<file path="config.mk">
export PLATFORM = sky130hd
export DESIGN_NAME = rv_decoder_top
export DESIGN_NICKNAME = d
export VERILOG_FILES = /design/src/rv_decode_pkg.sv /design/src/inst_capture.sv /design/src/inst_classify.sv /design/src/imm_gen.sv /design/src/dec_out_stage.sv /design/src/rv_decoder_top.sv
export VERILOG_INCLUDE_DIRS = /design/src
export SDC_FILE = /design/constraint.sdc
export NUM_CORES = 1
export LEC_CHECK = 0
export BUFFER_PORTS_ARGS = -buffer_cell sky130_fd_sc_hd__buf_2
export CORE_UTILIZATION = 29
export DETAILED_ROUTE_END_ITERATION = 10
export PLACE_DENSITY_LB_ADDON = 0.08
export SLEW_MARGIN = 0
export SYNTH_ARGS = -nofsm -noshare
export SYNTH_HDL_FRONTEND = slang
export SYNTH_HIERARCHICAL = 1
export SYNTH_SLANG_ARGS = --single-unit
</file>
<file path="constraint.sdc">
create_clock -name clk_i -period 6.33 [get_ports clk_i]
set_input_delay 0.3165 -clock clk_i [delete_from_list [all_inputs] [get_ports clk_i]]
set_output_delay 0.3165 -clock clk_i [all_outputs]
set_load 0.1 [all_outputs]
</file>
<file path="src/rv_decode_consts.svh">
// ================================================
// Fixed widths and encodings for the RV32I decoder.
// Include it in any file that needs an ISA width,
// an opcode value or a funct7 value.
// ================================================

`ifndef RV_DECODE_CONSTS_SVH
`define RV_DECODE_CONSTS_SVH

// datapath widths, all fixed by the ISA
`define RV_XLEN    32   // data and immediate width
`define RV_ADDR_W  32   // instruction address width
`define RV_REG_AW  5    // x0..x31
`define RV_OPC_W   7

// base opcode map, bits [6:0] of the word
`define RV_OPC_LUI     7'b0110111
`define RV_OPC_AUIPC   7'b0010111
`define RV_OPC_JAL     7'b1101111
`define RV_OPC_JALR    7'b1100111
`define RV_OPC_BRANCH  7'b1100011
`define RV_OPC_LOAD    7'b0000011
`define RV_OPC_STORE   7'b0100011
`define RV_OPC_OP_IMM  7'b0010011
`define RV_OPC_OP      7'b0110011

// funct7 values accepted by op and the immediate shifts
// ALT selects sub and the arithmetic right shift
`define RV_F7_BASE  7'b0000000
`define RV_F7_ALT   7'b0100000

`endif

</file>
<file path="src/rv_decode_pkg.sv">
// ================================================
// Types shared by the decoder stages and the
// testbench: operation enums and the records that
// travel between capture, classify and output.
// ================================================

`include "rv_decode_consts.svh"

package rv_decode_pkg;

    // supported major opcodes, anything else is illegal
    typedef enum logic [`RV_OPC_W-1:0] {
        OPC_LUI    = `RV_OPC_LUI,
        OPC_AUIPC  = `RV_OPC_AUIPC,
        OPC_JAL    = `RV_OPC_JAL,
        OPC_JALR   = `RV_OPC_JALR,
        OPC_BRANCH = `RV_OPC_BRANCH,
        OPC_LOAD   = `RV_OPC_LOAD,
        OPC_STORE  = `RV_OPC_STORE,
        OPC_OP_IMM = `RV_OPC_OP_IMM,
        OPC_OP     = `RV_OPC_OP
    } rv_opcode_e;

    typedef enum logic [1:0] {
        GRP_NONE, GRP_ALU, GRP_BJP, GRP_MEM
    } dec_grp_e;

    typedef enum logic [3:0] {
        ALU_NONE, ALU_ADD, ALU_SUB, ALU_SLL, ALU_SLT, ALU_SLTU, ALU_XOR,
        ALU_SRL, ALU_SRA, ALU_OR, ALU_AND, ALU_LUI, ALU_AUIPC
    } alu_op_e;

    typedef enum logic [2:0] {
        BJP_NONE, BJP_JUMP, BJP_BEQ, BJP_BNE, BJP_BLT, BJP_BGE, BJP_BLTU, BJP_BGEU
    } bjp_op_e;

    typedef enum logic [3:0] {
        MEM_NONE, MEM_LB, MEM_LH, MEM_LW, MEM_LBU, MEM_LHU, MEM_SB, MEM_SH, MEM_SW
    } mem_op_e;

    // jalr shares the I immediate
    typedef enum logic [2:0] {
        IMM_NONE, IMM_I, IMM_S, IMM_B, IMM_U, IMM_J, IMM_SHAMT
    } imm_sel_e;

    // registered instruction split into its fields
    typedef struct packed {
        logic                  valid;
        logic [`RV_ADDR_W-1:0] inst_addr;
        logic [`RV_XLEN-1:0]   inst;
        logic [`RV_OPC_W-1:0]  opcode;
        logic [2:0]            funct3;
        logic [6:0]            funct7;
        logic [`RV_REG_AW-1:0] rs1;
        logic [`RV_REG_AW-1:0] rs2;
        logic [`RV_REG_AW-1:0] rd;
    } inst_fields_t;

    // classifier result, all zero for an illegal word
    typedef struct packed {
        dec_grp_e grp;
        alu_op_e  alu_op;
        bjp_op_e  bjp_op;
        mem_op_e  mem_op;
        imm_sel_e imm_sel;
        logic     op2_imm;
        logic     op1_pc;
        logic     uses_rs1;
        logic     uses_rs2;
        logic     writes_rd;
        logic     illegal;
    } dec_info_t;

    // decode record presented at the top level
    typedef struct packed {
        logic                  valid;
        logic                  illegal;
        dec_grp_e              grp;
        alu_op_e               alu_op;
        bjp_op_e               bjp_op;
        mem_op_e               mem_op;
        logic                  op2_imm;
        logic                  op1_pc;
        logic [`RV_XLEN-1:0]   imm;
        logic [`RV_ADDR_W-1:0] inst_addr;
        logic [`RV_REG_AW-1:0] rs1_addr;
        logic                  rs1_re;
        logic [`RV_REG_AW-1:0] rs2_addr;
        logic                  rs2_re;
        logic [`RV_REG_AW-1:0] rd_addr;
        logic                  rd_we;
    } dec_out_t;

endpackage

</file>
<file path="src/inst_capture.sv">
// ================================================
// Input stage of the decoder. Samples the word, its
// address and the valid strobe every cycle and hands
// the split fields to the classifier and imm_gen.
// ================================================

`timescale 1ns/1ps

`include "rv_decode_consts.svh"

module inst_capture import rv_decode_pkg::*; (
    input  logic                  clk_i,
    input  logic                  rst_n_i,
    input  logic [`RV_XLEN-1:0]   inst_i,
    input  logic [`RV_ADDR_W-1:0] inst_addr_i,
    input  logic                  inst_valid_i,
    output inst_fields_t          fields_o
);

    logic                  valid_q;
    logic [`RV_XLEN-1:0]   inst_q;
    logic [`RV_ADDR_W-1:0] addr_q;

    always_ff @(posedge clk_i) begin
        if (!rst_n_i) begin
            valid_q <= 1'b0;
        end else begin
            valid_q <= inst_valid_i;
        end
    end

    // payload taken unconditionally, valid_q qualifies it
    always_ff @(posedge clk_i) begin
        inst_q <= inst_i;
        addr_q <= inst_addr_i;
    end

    // standard RV32 field positions
    always_comb begin
        fields_o.valid     = valid_q;
        fields_o.inst_addr = addr_q;
        fields_o.inst      = inst_q;
        fields_o.opcode    = inst_q[6:0];
        fields_o.funct3    = inst_q[14:12];
        fields_o.funct7    = inst_q[31:25];
        fields_o.rs1       = inst_q[19:15];
        fields_o.rs2       = inst_q[24:20];
        fields_o.rd        = inst_q[11:7];
    end

endmodule

</file>
<file path="src/inst_classify.sv">
// ================================================
// Combinational classifier. Maps opcode, funct3 and
// funct7 to a group, an operation code, the operand
// flags and the register use flags. Unsupported or
// malformed words come out all zero with illegal set.
// ================================================

`timescale 1ns/1ps

`include "rv_decode_consts.svh"

module inst_classify import rv_decode_pkg::*; (
    input  inst_fields_t fields_i,
    output dec_info_t    info_o
);

    rv_opcode_e opc;
    logic [2:0] f3;
    logic       f7_base;
    logic       f7_alt;
    logic       bad;

    assign opc     = rv_opcode_e'(fields_i.opcode);
    assign f3      = fields_i.funct3;
    assign f7_base = (fields_i.funct7 == `RV_F7_BASE);
    assign f7_alt  = (fields_i.funct7 == `RV_F7_ALT);

    always_comb begin
        info_o = '0;
        bad    = 1'b0;
        case (opc)
            OPC_LUI: begin
                info_o.grp       = GRP_ALU;
                info_o.alu_op    = ALU_LUI;
                info_o.imm_sel   = IMM_U;
                info_o.op2_imm   = 1'b1;
                info_o.writes_rd = 1'b1;
            end
            OPC_AUIPC: begin
                info_o.grp       = GRP_ALU;
                info_o.alu_op    = ALU_AUIPC;
                info_o.imm_sel   = IMM_U;
                info_o.op2_imm   = 1'b1;
                info_o.op1_pc    = 1'b1;   // pc + imm
                info_o.writes_rd = 1'b1;
            end
            OPC_JAL: begin
                info_o.grp       = GRP_BJP;
                info_o.bjp_op    = BJP_JUMP;
                info_o.imm_sel   = IMM_J;
                info_o.writes_rd = 1'b1;
            end
            OPC_JALR: begin
                info_o.grp       = GRP_BJP;
                info_o.bjp_op    = BJP_JUMP;
                info_o.imm_sel   = IMM_I;
                info_o.uses_rs1  = 1'b1;
                info_o.writes_rd = 1'b1;
                bad              = (f3 != 3'b000);
            end
            OPC_BRANCH: begin
                info_o.grp      = GRP_BJP;
                info_o.imm_sel  = IMM_B;
                info_o.uses_rs1 = 1'b1;
                info_o.uses_rs2 = 1'b1;
                case (f3)
                    3'b000:  info_o.bjp_op = BJP_BEQ;
                    3'b001:  info_o.bjp_op = BJP_BNE;
                    3'b100:  info_o.bjp_op = BJP_BLT;
                    3'b101:  info_o.bjp_op = BJP_BGE;
                    3'b110:  info_o.bjp_op = BJP_BLTU;
                    3'b111:  info_o.bjp_op = BJP_BGEU;
                    default: bad = 1'b1;   // 010, 011
                endcase
            end
            OPC_LOAD: begin
                info_o.grp       = GRP_MEM;
                info_o.imm_sel   = IMM_I;
                info_o.uses_rs1  = 1'b1;
                info_o.writes_rd = 1'b1;
                case (f3)
                    3'b000:  info_o.mem_op = MEM_LB;
                    3'b001:  info_o.mem_op = MEM_LH;
                    3'b010:  info_o.mem_op = MEM_LW;
                    3'b100:  info_o.mem_op = MEM_LBU;
                    3'b101:  info_o.mem_op = MEM_LHU;
                    default: bad = 1'b1;
                endcase
            end
            OPC_STORE: begin
                info_o.grp      = GRP_MEM;
                info_o.imm_sel  = IMM_S;
                info_o.uses_rs1 = 1'b1;
                info_o.uses_rs2 = 1'b1;
                case (f3)
                    3'b000:  info_o.mem_op = MEM_SB;
                    3'b001:  info_o.mem_op = MEM_SH;
                    3'b010:  info_o.mem_op = MEM_SW;
                    default: bad = 1'b1;
                endcase
            end
            OPC_OP_IMM: begin
                info_o.grp       = GRP_ALU;
                info_o.imm_sel   = IMM_I;
                info_o.op2_imm   = 1'b1;
                info_o.uses_rs1  = 1'b1;
                info_o.writes_rd = 1'b1;
                case (f3)
                    3'b000: info_o.alu_op = ALU_ADD;   // addi, nop included
                    3'b010: info_o.alu_op = ALU_SLT;
                    3'b011: info_o.alu_op = ALU_SLTU;
                    3'b100: info_o.alu_op = ALU_XOR;
                    3'b110: info_o.alu_op = ALU_OR;
                    3'b111: info_o.alu_op = ALU_AND;
                    3'b001: begin
                        info_o.alu_op  = ALU_SLL;
                        info_o.imm_sel = IMM_SHAMT;
                        bad            = !f7_base;
                    end
                    default: begin   // srli / srai
                        info_o.alu_op  = f7_alt ? ALU_SRA : ALU_SRL;
                        info_o.imm_sel = IMM_SHAMT;
                        bad            = !(f7_base || f7_alt);
                    end
                endcase
            end
            OPC_OP: begin
                info_o.grp       = GRP_ALU;
                info_o.uses_rs1  = 1'b1;
                info_o.uses_rs2  = 1'b1;
                info_o.writes_rd = 1'b1;
                case (f3)
                    3'b000:  info_o.alu_op = f7_alt ? ALU_SUB : ALU_ADD;
                    3'b001:  info_o.alu_op = ALU_SLL;
                    3'b010:  info_o.alu_op = ALU_SLT;
                    3'b011:  info_o.alu_op = ALU_SLTU;
                    3'b100:  info_o.alu_op = ALU_XOR;
                    3'b101:  info_o.alu_op = f7_alt ? ALU_SRA : ALU_SRL;
                    3'b110:  info_o.alu_op = ALU_OR;
                    default: info_o.alu_op = ALU_AND;
                endcase
                // ALT only legal for add/sub and the right shifts
                bad = !(f7_base || (f7_alt && (f3 == 3'b000 || f3 == 3'b101)));
            end
            default: bad = 1'b1;   // fence, system, csr, unknown
        endcase

        if (bad) begin
            info_o = '0;
        end
        info_o.illegal = bad && fields_i.valid;
    end

endmodule

</file>
<file path="src/imm_gen.sv">
// ================================================
// Immediate builder. Forms every RV32I immediate
// from the captured word and returns the one the
// classifier asks for, zero when none is used.
// ================================================

`timescale 1ns/1ps

`include "rv_decode_consts.svh"

module imm_gen import rv_decode_pkg::*; (
    input  inst_fields_t        fields_i,
    input  imm_sel_e            imm_sel_i,
    output logic [`RV_XLEN-1:0] imm_o
);

    logic [`RV_XLEN-1:0] inst;
    logic [`RV_XLEN-1:0] imm_i_w;
    logic [`RV_XLEN-1:0] imm_s_w;
    logic [`RV_XLEN-1:0] imm_b_w;
    logic [`RV_XLEN-1:0] imm_u_w;
    logic [`RV_XLEN-1:0] imm_j_w;
    logic [`RV_XLEN-1:0] imm_sh_w;

    assign inst = fields_i.inst;

    // sign bit is always inst[31]
    assign imm_i_w = {{20{inst[31]}}, inst[31:20]};
    assign imm_s_w = {{20{inst[31]}}, inst[31:25], inst[11:7]};
    assign imm_b_w = {{20{inst[31]}}, inst[7], inst[30:25], inst[11:8], 1'b0};
    assign imm_u_w = {inst[31:12], 12'h000};
    assign imm_j_w = {{12{inst[31]}}, inst[19:12], inst[20], inst[30:21], 1'b0};

    // shift amount, zero extended
    assign imm_sh_w = {27'h0, inst[24:20]};

    always_comb begin
        case (imm_sel_i)
            IMM_I:     imm_o = imm_i_w;
            IMM_S:     imm_o = imm_s_w;
            IMM_B:     imm_o = imm_b_w;
            IMM_U:     imm_o = imm_u_w;
            IMM_J:     imm_o = imm_j_w;
            IMM_SHAMT: imm_o = imm_sh_w;
            default:   imm_o = '0;
        endcase
    end

endmodule

</file>
<file path="src/dec_out_stage.sv">
// ================================================
// Output stage of the decoder. Applies the x0 rules
// to the register ports and registers the complete
// decode record. The record is live one cycle after
// the classifier result and must be taken then.
// ================================================

`timescale 1ns/1ps

`include "rv_decode_consts.svh"

module dec_out_stage import rv_decode_pkg::*; (
    input  logic                clk_i,
    input  logic                rst_n_i,
    input  inst_fields_t        fields_i,
    input  dec_info_t           info_i,
    input  logic [`RV_XLEN-1:0] imm_i,
    output dec_out_t            dec_out_o
);

    dec_out_t out_d;
    logic     rd_we;

    // x0 is never written
    assign rd_we = info_i.writes_rd && (fields_i.rd != '0);

    always_comb begin
        out_d.valid     = fields_i.valid;
        out_d.illegal   = info_i.illegal;
        out_d.grp       = info_i.grp;
        out_d.alu_op    = info_i.alu_op;
        out_d.bjp_op    = info_i.bjp_op;
        out_d.mem_op    = info_i.mem_op;
        out_d.op2_imm   = info_i.op2_imm;
        out_d.op1_pc    = info_i.op1_pc;
        out_d.imm       = imm_i;
        out_d.inst_addr = fields_i.inst_addr;

        // unused read ports show address 0
        out_d.rs1_addr = info_i.uses_rs1 ? fields_i.rs1 : '0;
        out_d.rs2_addr = info_i.uses_rs2 ? fields_i.rs2 : '0;
        out_d.rs1_re   = info_i.uses_rs1 && (fields_i.rs1 != '0);
        out_d.rs2_re   = info_i.uses_rs2 && (fields_i.rs2 != '0);

        out_d.rd_addr = rd_we ? fields_i.rd : '0;
        out_d.rd_we   = rd_we;
    end

    always_ff @(posedge clk_i) begin
        if (!rst_n_i) begin
            dec_out_o.valid   <= 1'b0;
            dec_out_o.illegal <= 1'b0;
            dec_out_o.rs1_re  <= 1'b0;
            dec_out_o.rs2_re  <= 1'b0;
            dec_out_o.rd_we   <= 1'b0;
        end else begin
            dec_out_o <= out_d;
        end
    end

endmodule

</file>
<file path="src/rv_decoder_top.sv">
// ================================================
// RV32I decoder top level. Two register stages, so
// a word accepted with inst_valid_i high comes out
// on dec_out_o two cycles later. No back-pressure.
// ================================================

`timescale 1ns/1ps

`include "rv_decode_consts.svh"

module rv_decoder_top import rv_decode_pkg::*; (
    input  logic                  clk_i,
    input  logic                  rst_n_i,
    input  logic [`RV_XLEN-1:0]   inst_i,
    input  logic [`RV_ADDR_W-1:0] inst_addr_i,
    input  logic                  inst_valid_i,
    output dec_out_t              dec_out_o
);

    inst_fields_t        fields;
    dec_info_t           info;
    logic [`RV_XLEN-1:0] imm;

    inst_capture i_inst_capture (
        .clk_i        (clk_i),
        .rst_n_i      (rst_n_i),
        .inst_i       (inst_i),
        .inst_addr_i  (inst_addr_i),
        .inst_valid_i (inst_valid_i),
        .fields_o     (fields)
    );

    inst_classify i_inst_classify (
        .fields_i (fields),
        .info_o   (info)
    );

    imm_gen i_imm_gen (
        .fields_i  (fields),
        .imm_sel_i (info.imm_sel),
        .imm_o     (imm)
    );

    dec_out_stage i_dec_out_stage (
        .clk_i     (clk_i),
        .rst_n_i   (rst_n_i),
        .fields_i  (fields),
        .info_i    (info),
        .imm_i     (imm),
        .dec_out_o (dec_out_o)
    );

endmodule

</file>
==> impl_metrics.csv, run 1 <==
group,metric,value,unit
outcome,status,"completed",
critical_path,ff2ff_path_depth,8,
clock_tree,post_cts_buffers,0,
floorplanning,placement_rows,50,
clock_tree,post_cts.resized_instances,0,
sta,worst_hold_slack,0.112,ns
logic_synthesis,postSynthCellCount,389,
worst_hold_path,holdCritPathClass,"input port to register",
clock_tree,clkLatencyLatePin,0.41,ns
sta,min_period,3.40,ns
worst_hold_path,holdCritStartpoint,"inst_valid_i",
cells_and_area,nNetsFinal,668,
cells_and_area,number_of_inserted_diodes,0,
clock_tree,cts_tree,"yes",
sta,timing.final.hold_violations,0,
sta,max_clock_freq,0.294,GHz
drt,routed_wirelength,12.7,mm
pwr,ir_worst_vdd,160,uV
placed_design,place_inst,778,
grt,grt_use_total,0.126,
grt,grt_first_pass_wirelength,19.0,mm
logic_synthesis,synthesis.area,5680,um^2
drt,total_via_count_in_the_routed_design,3676,
sta,fin_worst_skew,0.00938,ns
clock_tree,cts.sink_count,164,
pwr,p_leak,3.26,nW
sta,maxSlewHeadroom,0.445,
sta,final-setup-viol-count,0,
sta,fin_crit_sh,0.538,
flow_run,max_cap_viol_count,0,
critical_path,cpPeakStageDelay,0.72,ns
critical_path,critical_path_buf_inv_count,0,
drt,route.detailed.wl_per_inst,14.5,um
placed_design,port_buffers,165,
critical_path,worstSetupStartpointType,"register",
grt,grt_antenna_before_repair,0,
placed_design,dp_worst_setup_slack,2.93,ns
critical_path,regToRegStartpoint,"i_inst_capture/inst_q[14]",
drt,postRouteAntennaNets,0,
critical_path,endpoint_kind,"register",
placed_design,finalWeightedCongestion,0.835,
critical_path,worstReg2RegEnd,"i_dec_out_stage/dec_out_o[73]",
floorplanning,die_width,142,um
floorplanning,die_area,20100,um^2
cells_and_area,postLayoutCellArea,7790,um^2
floorplanning,floorplan.die.height,142,um
floorplanning,core,19000,um^2
grt,gr-total-overflow,0,
sta,setup_repair_after_global_routing_missed_its_margin,"no",
worst_hold_path,holdPathStages,2,
floorplanning,floorplan.initialDensity,0.300,
placed_design,hpwl,8.59,mm
drt,drtPass1Iterations,4,
sta,tightest_slew,0.832,ns
critical_path,critical_path_s_top_delay_family,"compound AO/OA/AOI/OAI gates",
cells_and_area,final.fill_count,1794,
critical_path,arrival,3.52,ns
critical_path,setup.worst_path.class,"register to register",
sta,final-max-slew-violation-count,0,
clock_tree,htree_num_levels,4,
critical_path,timing.critical_path.required,6.45,ns
logic_synthesis,synthesis.area_per_instance,14.6,um^2
grt,grt_max_degree,64,
pwr,design_power_total,2.45,mW
critical_path,reg2reg_slack,2.93,ns
critical_path,critical_path.slowest_cell,"dfxtp_1",
clock_tree,ctsHoldBuffers,61,
sta,final.setup.worst_slack,2.93,ns
floorplanning,io-pin-count,166,
cells_and_area,areaGrowthSynthToFinish,37.1,%
grt,first_global_vias,3525,
cells_and_area,instances_no_fill,874,
logic_synthesis,synthesis.nets,456,
cells_and_area,proportion_of_layout_cells_with_a_drive_suffix_above_1,0.352,
placed_design,place_area,6570,um^2
critical_path,cp_cell_sequence,"nand2b_1 > o22ai_1 > a211oi_2 > o211ai_2 > a21oi_1 > nor2b_4 > o21ai_1 > o21ai_0",
clock_tree,clk_transition_reported_paths,0.07,ns
drt,drcViolationCount,0,
drt,dr.first_iter.drc_count,236,
clock_tree,cts-buffers-inserted,17,
cells_and_area,layout.core_utilization,0.411,
clock_tree,cts-root-buf,"clkbuf_16",
drt,detail_route.vias_per_cell,4.21,
clock_tree,clock_path_buffers,2,
logic_synthesis,yosys_warnings,6,
sta,timing.setup.tns,0,ns
worst_hold_path,endpoint_of_the_worst_hold_path,"i_inst_capture/valid_q",
pwr,power_density,315,nW/um^2
critical_path,critical_path_peak_fanout,19,
==> sequential cells by signal (all words and copies together) (netlist names) <==
name                       cells
i_dec_out_stage/dec_out_o     99
i_inst_capture/addr_q         32
i_inst_capture/inst_q         32
i_inst_capture/valid_q         1
==> layout make-up <==
cell class                      instances  area [um^2]  area share
Sequential cell                       164         4220       0.542
Inverter                                4         15.0     0.00193
Clock inverter                         15          150      0.0193
Clock buffer                           17          425      0.0546
Tap cell                              260          325      0.0418
Timing Repair Buffer                  231         1480       0.191
Multi-Input combinational cell        183         1160       0.150
==> worst max path at each step <==
stage,start,end,slack (ns),depth (start not counted)
floorplan,i_inst_capture/inst_q[2],i_dec_out_stage/dec_out_o[55],3.92,11
global placement,i_inst_capture/inst_q[14],i_dec_out_stage/dec_out_o[72],3.11,8
detailed placement,i_inst_capture/inst_q[14],i_dec_out_stage/dec_out_o[73],2.93,8
CTS,i_inst_capture/inst_q[14],i_dec_out_stage/dec_out_o[73],2.90,8
global route,i_inst_capture/inst_q[14],i_dec_out_stage/dec_out_o[72],2.58,8
finish,i_inst_capture/inst_q[14],i_dec_out_stage/dec_out_o[73],2.93,8
==> worst register-to-register path: stages (launching register included) <==
cell,delay [ns]
dfxtp_1,0.72
nand2b_1,0.26
o22ai_1,0.10
a211oi_2,0.26
o211ai_2,0.33
a21oi_1,0.61
nor2b_4,0.11
o21ai_1,0.52
o21ai_0,0.20
==> placed cells by master (no fill, tap or decap), types with 5 or more instances in the layout <==
cell type        n
nor2_1          19
a21oi_1         10
dfxtp_1         70
nor2b_1          6
edfxtp_1        94
a22oi_1          5
buf_2          164
clkinvlp_4       5
and2_1          23
o21ai_0         18
a21o_1           9
dlygate4sd3_1   64
clkbuf_16       17
nand2_1         21
==> power breakdown <==
group          internal, mW  switching [mW]
Combinational        0.0647           0.207
Sequential             1.17          0.0253
Clock                 0.550           0.435
Total                  1.79           0.668
==> per-layer routing <==
metal  wire, um  share of wire  track usage
met1       6000           0.47        0.160
met2       5690           0.45        0.194
met3        755          0.060       0.0498
met4        209          0.017       0.0498
met5          0              0            0
No activity file was read; power rests on OpenSTA's default activity.
==> run 2: changes to the inputs <==
==> constraint.sdc (replaced) <==
create_clock -name clk_i -period 3 [get_ports clk_i]
set_input_delay 0.15 -clock clk_i [delete_from_list [all_inputs] [get_ports clk_i]]
set_output_delay 0.15 -clock clk_i [all_outputs]
set_load 0.1 [all_outputs]
==> impl_metrics.csv, run 2 (same netlist as run 1, synthesis figures left out) <==
group,metric,value,unit
outcome,status,"completed",
sta,final-setup-viol-count,0,
floorplanning,core,19000,um^2
worst_hold_path,holdCritStartpoint,"rst_n_i",
clock_tree,clock_path_buffers,2,
grt,grt_first_pass_wirelength,19.9,mm
pwr,power_density,670,nW/um^2
cells_and_area,layout.core_utilization,0.417,
pwr,ir_worst_vdd,352,uV
cells_and_area,number_of_inserted_diodes,0,
clock_tree,clk_transition_reported_paths,0.07,ns
clock_tree,cts-root-buf,"clkbuf_16",
critical_path,timing.critical_path.required,3.17,ns
placed_design,port_buffers,165,
sta,min_period,2.67,ns
sta,fin_worst_skew,0.0124,ns
cells_and_area,areaGrowthSynthToFinish,39.3,%
drt,drtPass1Iterations,6,
drt,route.detailed.wl_per_inst,14.6,um
drt,detail_route.vias_per_cell,4.19,
grt,grt_antenna_before_repair,0,
drt,postRouteAntennaNets,0,
worst_hold_path,endpoint_of_the_worst_hold_path,"i_dec_out_stage/dec_out_o[38]",
drt,dr.first_iter.drc_count,164,
critical_path,endpoint_kind,"register",
placed_design,hpwl,9.03,mm
floorplanning,placement_rows,50,
cells_and_area,multiInputGateArea,1170,um^2
critical_path,reg2reg_slack,0.33,ns
sta,max_clock_freq,0.374,GHz
sta,final.setup.worst_slack,0.327,ns
critical_path,worstReg2RegEnd,"i_dec_out_stage/dec_out_o[59]",
sta,final-max-slew-violation-count,0,
clock_tree,clkLatencyLatePin,0.42,ns
critical_path,arrival,2.84,ns
drt,routed_wirelength,12.9,mm
clock_tree,cts.sink_count,164,
grt,gr-total-overflow,0,
cells_and_area,nNetsFinal,679,
drt,drcViolationCount,0,
clock_tree,cts_tree,"yes",
placed_design,finalWeightedCongestion,0.774,
cells_and_area,postLayoutCellArea,7910,um^2
critical_path,critical_path_peak_fanout,19,
critical_path,ff2ff_path_depth,9,
cells_and_area,layout.cells.most_common_list,"buf_2, edfxtp_1, dfxtp_1",
grt,first_global_vias,3770,
floorplanning,floorplan.die.height,142,um
worst_hold_path,holdCritPathClass,"input port to register",
cells_and_area,sequential_cell_area,4220,um^2
sta,tightest_slew,0.715,ns
cells_and_area,largestRegisters,"i_dec_out_stage/dec_out_o (99), i_inst_capture/addr_q (32), i_inst_capture/inst_q (32)",
sta,timing.final.hold_violations,0,
cells_and_area,register_with_the_most_flip_flops,"i_dec_out_stage/dec_out_o",
clock_tree,htree_num_levels,4,
drt,total_via_count_in_the_routed_design,3707,
cells_and_area,proportion_of_layout_cells_with_a_drive_suffix_above_1,0.363,
clock_tree,cts-buffers-inserted,17,
placed_design,dp_worst_setup_slack,0.266,ns
placed_design,place_area,6660,um^2
critical_path,setup.worst_path.class,"register to register",
pwr,p_leak,3.34,nW
cells_and_area,mostFrequentLayoutCell,"buf_2",
cells_and_area,number_of_flip_flops_under_the_largest_register_name,99,
grt,grt_max_degree,55,
sta,fin_crit_sh,0.891,
grt,grt_use_total,0.133,
sta,setup_repair_after_global_routing_missed_its_margin,"no",
pwr,design_power_total,5.30,mW
sta,timing.setup.tns,0,ns
worst_hold_path,holdPathStages,1,
floorplanning,die_area,20100,um^2
sta,maxSlewHeadroom,0.523,
floorplanning,die_width,142,um
floorplanning,io-pin-count,166,
cells_and_area,final.fill_count,1834,
floorplanning,floorplan.initialDensity,0.300,
critical_path,worstSetupStartpointType,"register",
flow_run,max_cap_viol_count,0,
critical_path,regToRegStartpoint,"i_inst_capture/inst_q[5]",
==> run 2: cell count changes in the layout (fill, tap and decap cells not counted) <==
cell	previous run	this run
bufinv_16	1	2
dlygate4sd3_1	64	65
clkinv_2	1	2
inv_8	0	1
buf_4	3	12
buf_12	0	1
a21oi_1	10	9
a21oi_2	0	1
clkinv_4	3	0
inv_6	4	6
inv_4	0	1
clkinvlp_4	5	2
==> run 2: power by group <==
group          internal (mW)  total, mW  switching, mW  leakage [nW]
clock                   1.25       2.19          0.942         0.290
sequential              2.47       2.52         0.0483          1.57
combinational          0.144      0.591          0.446          1.48
total                   3.87       5.30           1.44          3.34
==> run 2: timing repair <==
item | 4_1_cts | 5_1_grt
hold buffers | 65 | 0
buffers inserted | 0 | 0
resized for setup | 0 | 1
endpoints found under the hold margin | 65 | 0
setup endpoints to repair | 0 | 14
==> run 2: worst max-delay path by stage <==
stage | from | endpoint | cells past startpoint
3_3_place_gp | i_inst_capture/inst_q[12] | i_dec_out_stage/dec_out_o[65] | 8
6_report | i_inst_capture/inst_q[5] | i_dec_out_stage/dec_out_o[59] | 9
2_1_floorplan | i_inst_capture/inst_q[2] | i_dec_out_stage/dec_out_o[55] | 11
4_1_cts | i_inst_capture/inst_q[12] | i_dec_out_stage/dec_out_o[68] | 8
5_1_grt | i_inst_capture/inst_q[12] | i_dec_out_stage/dec_out_o[68] | 9
3_5_place_dp | i_inst_capture/inst_q[12] | i_dec_out_stage/dec_out_o[68] | 8
==> run 2: layout make-up <==
| class | count | area share |
|---|---|---|
| sequential | 164 | 0.534 |
| timing repair buffer | 242 | 0.200 |
| tap | 260 | 0.0411 |
| clock buffer | 17 | 0.0538 |
| multi-input combinational | 183 | 0.148 |
| clock inverter | 15 | 0.0217 |
| inverter | 4 | 0.00190 |
==> run 2: worst max-delay path, cell delays in order, from the launching register on <==
cell      delay (ns)
dfxtp_1         0.60
nand2b_1        0.22
a21o_1          0.22
a22oi_1         0.21
o211ai_2        0.18
nor2_1          0.15
buf_4           0.26
nor2b_4         0.10
or2_1           0.30
and2_1          0.19
==> run 2: routing by layer <==
layer / wire length (um) / part of all wire / GRT usage
met1: 5810 / 0.45 / 0.156
met3: 944 / 0.073 / 0.0535
met5: 0 / 0 / 0
met4: 178 / 0.014 / 0.0538
met2: 6010 / 0.46 / 0.216
==> run 2: stage by stage <==
step,hold slack (ns),cells
after floorplan,0.178,389
after global placement,0.252,788
after detailed placement,0.254,788
after CTS,0.309,885
after global routing,0.308,885
final,0.276,885
